**config.mk**
```make
export PLATFORM = sky130hd
export DESIGN_NAME = write_back
export DESIGN_NICKNAME = d
export VERILOG_FILES = /design/src/verilog/kiwi_pkg.sv /design/src/verilog/write_back.sv
export SDC_FILE = /design/constraint.sdc
export NUM_CORES = 1
export LEC_CHECK = 0
export BUFFER_PORTS_ARGS = -buffer_cell sky130_fd_sc_hd__buf_2
export CORE_AREA = 10 10 165 167
export DETAILED_ROUTE_END_ITERATION = 12
export DIE_AREA = 0 0 175 177
export HOLD_SLACK_MARGIN = 0.12
export PLACE_DENSITY_LB_ADDON = 0.12
export SETUP_SLACK_MARGIN = 0.15
export SYNTH_ARGS = -nofsm -noshare
export SYNTH_HDL_FRONTEND = slang
export SYNTH_SLANG_ARGS = --single-unit
```
**constraint.sdc**
```tcl
create_clock -name clk -period 1.5 [get_ports clk]
set_clock_uncertainty 0.05 [all_clocks]
set_input_delay 0.375 -clock clk [delete_from_list [all_inputs] [get_ports clk]]
set_output_delay 0.375 -clock clk [all_outputs]
set_load 0.01 [all_outputs]
```
**src/verilog/kiwi_pkg.sv**
```systemverilog
package kiwi_pkg;

	localparam int XLEN = 64;

	typedef logic [XLEN-1:0] xlen_t;
	typedef logic [4:0]      reg_idx_t;
	typedef logic [3:0]      sid_t;
	typedef logic [11:0]     imm_t;
	typedef logic [3:0]      func_t;

	// alu function codes, anything above 9 yields zero
	localparam func_t FUNC_ADD  = 4'd0;
	localparam func_t FUNC_SUB  = 4'd1;
	localparam func_t FUNC_AND  = 4'd2;
	localparam func_t FUNC_OR   = 4'd3;
	localparam func_t FUNC_XOR  = 4'd4;
	localparam func_t FUNC_SLL  = 4'd5;
	localparam func_t FUNC_SRL  = 4'd6;
	localparam func_t FUNC_SRA  = 4'd7;
	localparam func_t FUNC_SLT  = 4'd8;
	localparam func_t FUNC_SLTU = 4'd9;

	typedef struct packed {
		logic     valid;
		sid_t     sid;
		func_t    func;
		reg_idx_t rs1;
		reg_idx_t rs2;
		logic     use_imm;
		imm_t     imm;
		reg_idx_t rd;
		logic     rd_valid;
	} issue_t;

	typedef struct packed {
		logic     valid;
		sid_t     sid;
		func_t    func;
		logic     use_imm;
		imm_t     imm;
		reg_idx_t rd;
		logic     rd_valid;
		xlen_t    rs1_value;
		xlen_t    rs2_value;
	} exe_op_t;

	typedef struct packed {
		logic     valid;
		sid_t     sid;
		reg_idx_t rd;
		logic     rd_valid;
		xlen_t    value;
	} lane_result_t;

	typedef struct packed {
		logic     en;
		reg_idx_t rd;
		xlen_t    value;
	} reg_write_t;

endpackage
```
**src/verilog/write_back.sv**
```systemverilog
`timescale 1ns/1ns

module write_back #(
	parameter int ISSUE_WIDTH = 2
) (
	input  logic                                      clk,
	input  logic                                      rst_n_i,
	input  kiwi_pkg::lane_result_t [ISSUE_WIDTH-1:0] lane_result_i,
	output kiwi_pkg::reg_write_t   [ISSUE_WIDTH-1:0] reg_write_o,
	output kiwi_pkg::lane_result_t [ISSUE_WIDTH-1:0] retire_o
);

	import kiwi_pkg::*;

	logic         [ISSUE_WIDTH-1:0] wants_write;
	logic         [ISSUE_WIDTH-1:0] overridden;
	logic         [ISSUE_WIDTH-1:0] retire_valid_q;
	lane_result_t [ISSUE_WIDTH-1:0] retire_q;

	always_comb begin
		for (int k = 0; k < ISSUE_WIDTH; k++) begin
			wants_write[k] = lane_result_i[k].valid && lane_result_i[k].rd_valid &&
				lane_result_i[k].rd != '0;
		end
	end

	// higher lane is younger, so it owns a shared rd
	always_comb begin
		overridden = '0;
		for (int k = 0; k < ISSUE_WIDTH; k++) begin
			for (int j = k + 1; j < ISSUE_WIDTH; j++) begin
				if (wants_write[j] && lane_result_i[j].rd == lane_result_i[k].rd) begin
					overridden[k] = 1'b1;
				end
			end
		end
	end

	always_comb begin
		for (int k = 0; k < ISSUE_WIDTH; k++) begin
			reg_write_o[k].en    = wants_write[k] && !overridden[k];
			reg_write_o[k].rd    = lane_result_i[k].rd;
			reg_write_o[k].value = lane_result_i[k].value;
		end
	end

	always_ff @(posedge clk or negedge rst_n_i) begin
		if (!rst_n_i) begin
			retire_valid_q <= '0;
		end else begin
			for (int k = 0; k < ISSUE_WIDTH; k++) begin
				retire_valid_q[k] <= lane_result_i[k].valid;
			end
		end
	end

	// every lane retires, even an overridden one
	always_ff @(posedge clk) begin
		for (int k = 0; k < ISSUE_WIDTH; k++) begin
			if (lane_result_i[k].valid) begin
				retire_q[k] <= lane_result_i[k];
			end
		end
	end

	always_comb begin
		for (int k = 0; k < ISSUE_WIDTH; k++) begin
			retire_o[k]       = retire_q[k];
			retire_o[k].valid = retire_valid_q[k];
		end
	end

	// sids tag ops end to end, so lanes in one group never share one
	for (genvar a = 0; a < ISSUE_WIDTH; a++) begin : g_sid_a
		for (genvar b = a + 1; b < ISSUE_WIDTH; b++) begin : g_sid_b
			a_sid_unique: assert property (@(posedge clk) disable iff (!rst_n_i)
				lane_result_i[a].valid && lane_result_i[b].valid |->
					lane_result_i[a].sid != lane_result_i[b].sid);
		end
	end

endmodule

```
==> impl_metrics.tcl <==
set metrics [dict create \
    status "finished, violations left" \
    violations "setup timing" \
    syn-num-nets 452 \
    grt_pass1_vias 4807 \
    tightest_slew_ns 0.326 \
    startpoint_type "primary input" \
    portBuffers 441 \
    maxSlewHeadroom 0.783 \
    layout.nets 926 \
    muxShareOfSynthArea 0 \
    initial_utilization 0.235 \
    worst_slack_ns -0.381 \
    fmax_ghz 0.532 \
    final_cell_mix "342 x buf_2, 148 x edfxtp_1, 138 x dlygate4sd3_1, 98 x buf_6, 17 x clkbuf_16" \
    seq_area_frac_synth 0.799 \
    gp_congestion 0.777 \
    fin_setup_tns_ns -0.624 \
    htree_levels 4 \
    placed_cells 941 \
    cp.required_ns 1.07 \
    die-area_um2 31000 \
    die_h_um 177 \
    netlist_area_um2 5630 \
    core-area_um2 24000 \
    rsz0062_at_grt "true" \
    grtUsageTotal 0.125 \
    cts_setup_buffers 0 \
    synth_compound_area_frac 0.00534 \
    syn_avg_cell_area_um2 18.8 \
    wl_met3_um 1970 \
    drt_pass1_iterations 6 \
    synth_top_family_by_area "buffers and inverters" \
    routed_wl_um 20600 \
    drcViolationCount 0 \
    synth_cells 300 \
    final_common_cell "buf_2" \
    yosys.cell_types.count 11 \
    grt-ovfl-total 0 \
    min_from "lane_result_i[37]" \
    routed_via_density 3.73 \
    netlist_top_cells_area "edfxtp_1 79%, buf_4 18%, dfrtp_1 0.89%, xor2_1 0.78%, a31oi_2 0.22%" \
    hold_end "retire_o[37]" \
    worst_setup_path_end_kind "output port" \
    dr_wl_met2_um 11200 \
    wire_per_inst_um 18.5 \
    grt_pass1_wl_um 29700 \
    met1_length_um 7170 \
    hold_viol_final 0 \
    setup_viol 2 \
    dr_total_vias 4146 \
    cts_sinks 150 \
    worstSetupPathType "in2out" \
    min_path_cells 1 \
    stdcell_count 1111 \
    drtIter0Drc 97 \
    cts_tree "built" \
    clk_path_buf_depth 2 \
    fin_crit_ns 1.88 \
    std_cell_rows 57 \
    die_w_um 175 \
    yosysTopAreaCell "edfxtp_1" \
    peakVddDrop_mv 0.584 \
    highest_layer "met4" \
    cts_root_buffer "clkbuf_16" \
    path_clk_slew_ns 0.06 \
    p_leak_nw 4.40 \
    hold_path_class "in2reg" \
    nFillCells 2251 \
    path_max_fanout 2 \
    synth_xor_area_frac 0.00778 \
    final_util 0.416 \
    finalCritPeriodShare 1.25 \
    maxCapViolCount 0 \
    cts_buffers 17 \
    crit_arrival_ns 1.46 \
    dpl.hpwl_um 16700 \
    yosys_warnings 0 \
    antenna_left 0 \
    yosys.area_share.adder 0 \
    antennaDiodeCount 0 \
    synth_top_area_frac 0.790 \
    io_pins 442 \
    drive_above_1_share 0.618 \
    antenna_found_initial 1 \
    ys_ff_latch 150 \
    pwr_density_cell_nw_per_um2 1150 \
    drv_slew 0 \
    synthSimpleGateAreaFrac 0.00400 \
    grt_max_degree 60 \
    area_delta_synth_final_pct 77.0 \
]
## registers in the layout (all words and copies together) (netlist names)
register        flops
retire_o          148
retire_valid_q      2
## stage by stage
step | hold slack [ns] | power, mW | worst slack, ns | area, um^2
after global placement | 0.112 | 6.47 | -0.377 | 7340
after floorplan | 0.0294 | 5.73 | -0.197 | 5630
final | 0.149 | 11.4 | -0.381 | 9960
after global routing | 0.124 | 12.0 | -0.403 | 9960
after CTS | 0.123 | 11.6 | -0.390 | 9830
after detailed placement | 0.112 | 6.47 | -0.406 | 7340
## metal layers
metal / vias to the layer above / track usage
met3: 10 / 0.0568
met4: 0 / 0.0371
met2: 271 / 0.238
met5: - / 0
li1: 1896 / -
met1: 1969 / 0.118
## worst max path at each step
stage          slack, ns              end          startpoint  cells past startpoint
2_1_floorplan      -0.20  reg_write_o[69]  lane_result_i[140]                      3
3_5_place_dp       -0.41  reg_write_o[69]  lane_result_i[140]                      5
3_3_place_gp       -0.38  reg_write_o[69]  lane_result_i[140]                      5
4_1_cts            -0.39  reg_write_o[69]  lane_result_i[140]                      5
5_1_grt            -0.40  reg_write_o[69]  lane_result_i[140]                      5
6_report           -0.38  reg_write_o[69]  lane_result_i[140]                      5
## cell type report
class / instances / area, um^2 / area share
clock buffers: 19 / 433 / 0.0435
clock inverters: 13 / 194 / 0.0195
multi-input cells: 12 / 96.3 / 0.00968
flip-flops and latches: 150 / 4490 / 0.451
well taps: 324 / 405 / 0.0407
repair buffers: 593 / 4330 / 0.435
## cell families (layout without fill, tap and decap cells)
kind of cell	count (synthesis)	count (layout)
DFF	150	150
buffers and inverters	138	625
xor gates and xnor gates	5	5
and+or+nand+nor	4	4
AOI/OAI and AO/OA	3	3
## timing repair
action / 4_1_cts / 5_1_grt
pin swaps: 0 / 0
endpoints found under the setup margin: 152 / 152
resized for setup: 117 / 21
hold endpoints to repair: 139 / 0
hold buffers: 138 / 0
## critical path: stages
cell,delay [ns]
buf_6,0.09
or3_1,0.36
o311a_1,0.33
a31oi_2,0.14
buf_2,0.15
## synthesized netlist by cell type
| cell | count |
|---|---|
| a31oi_2 | 1 |
| buf_4 | 138 |
| dfrtp_1 | 2 |
| edfxtp_1 | 148 |
| nor2_1 | 1 |
| nor3_1 | 1 |
| o211ai_1 | 1 |
| o311a_1 | 1 |
| or3_1 | 1 |
| or4_1 | 1 |
| xor2_1 | 5 |
## power by group
part	total, mW	switching (mW)	internal, mW
registers	5.10	0.126	4.98
clock network	4.54	1.73	2.81
logic	1.78	0.803	0.981
No activity file was read; power rests on OpenSTA's default activity.
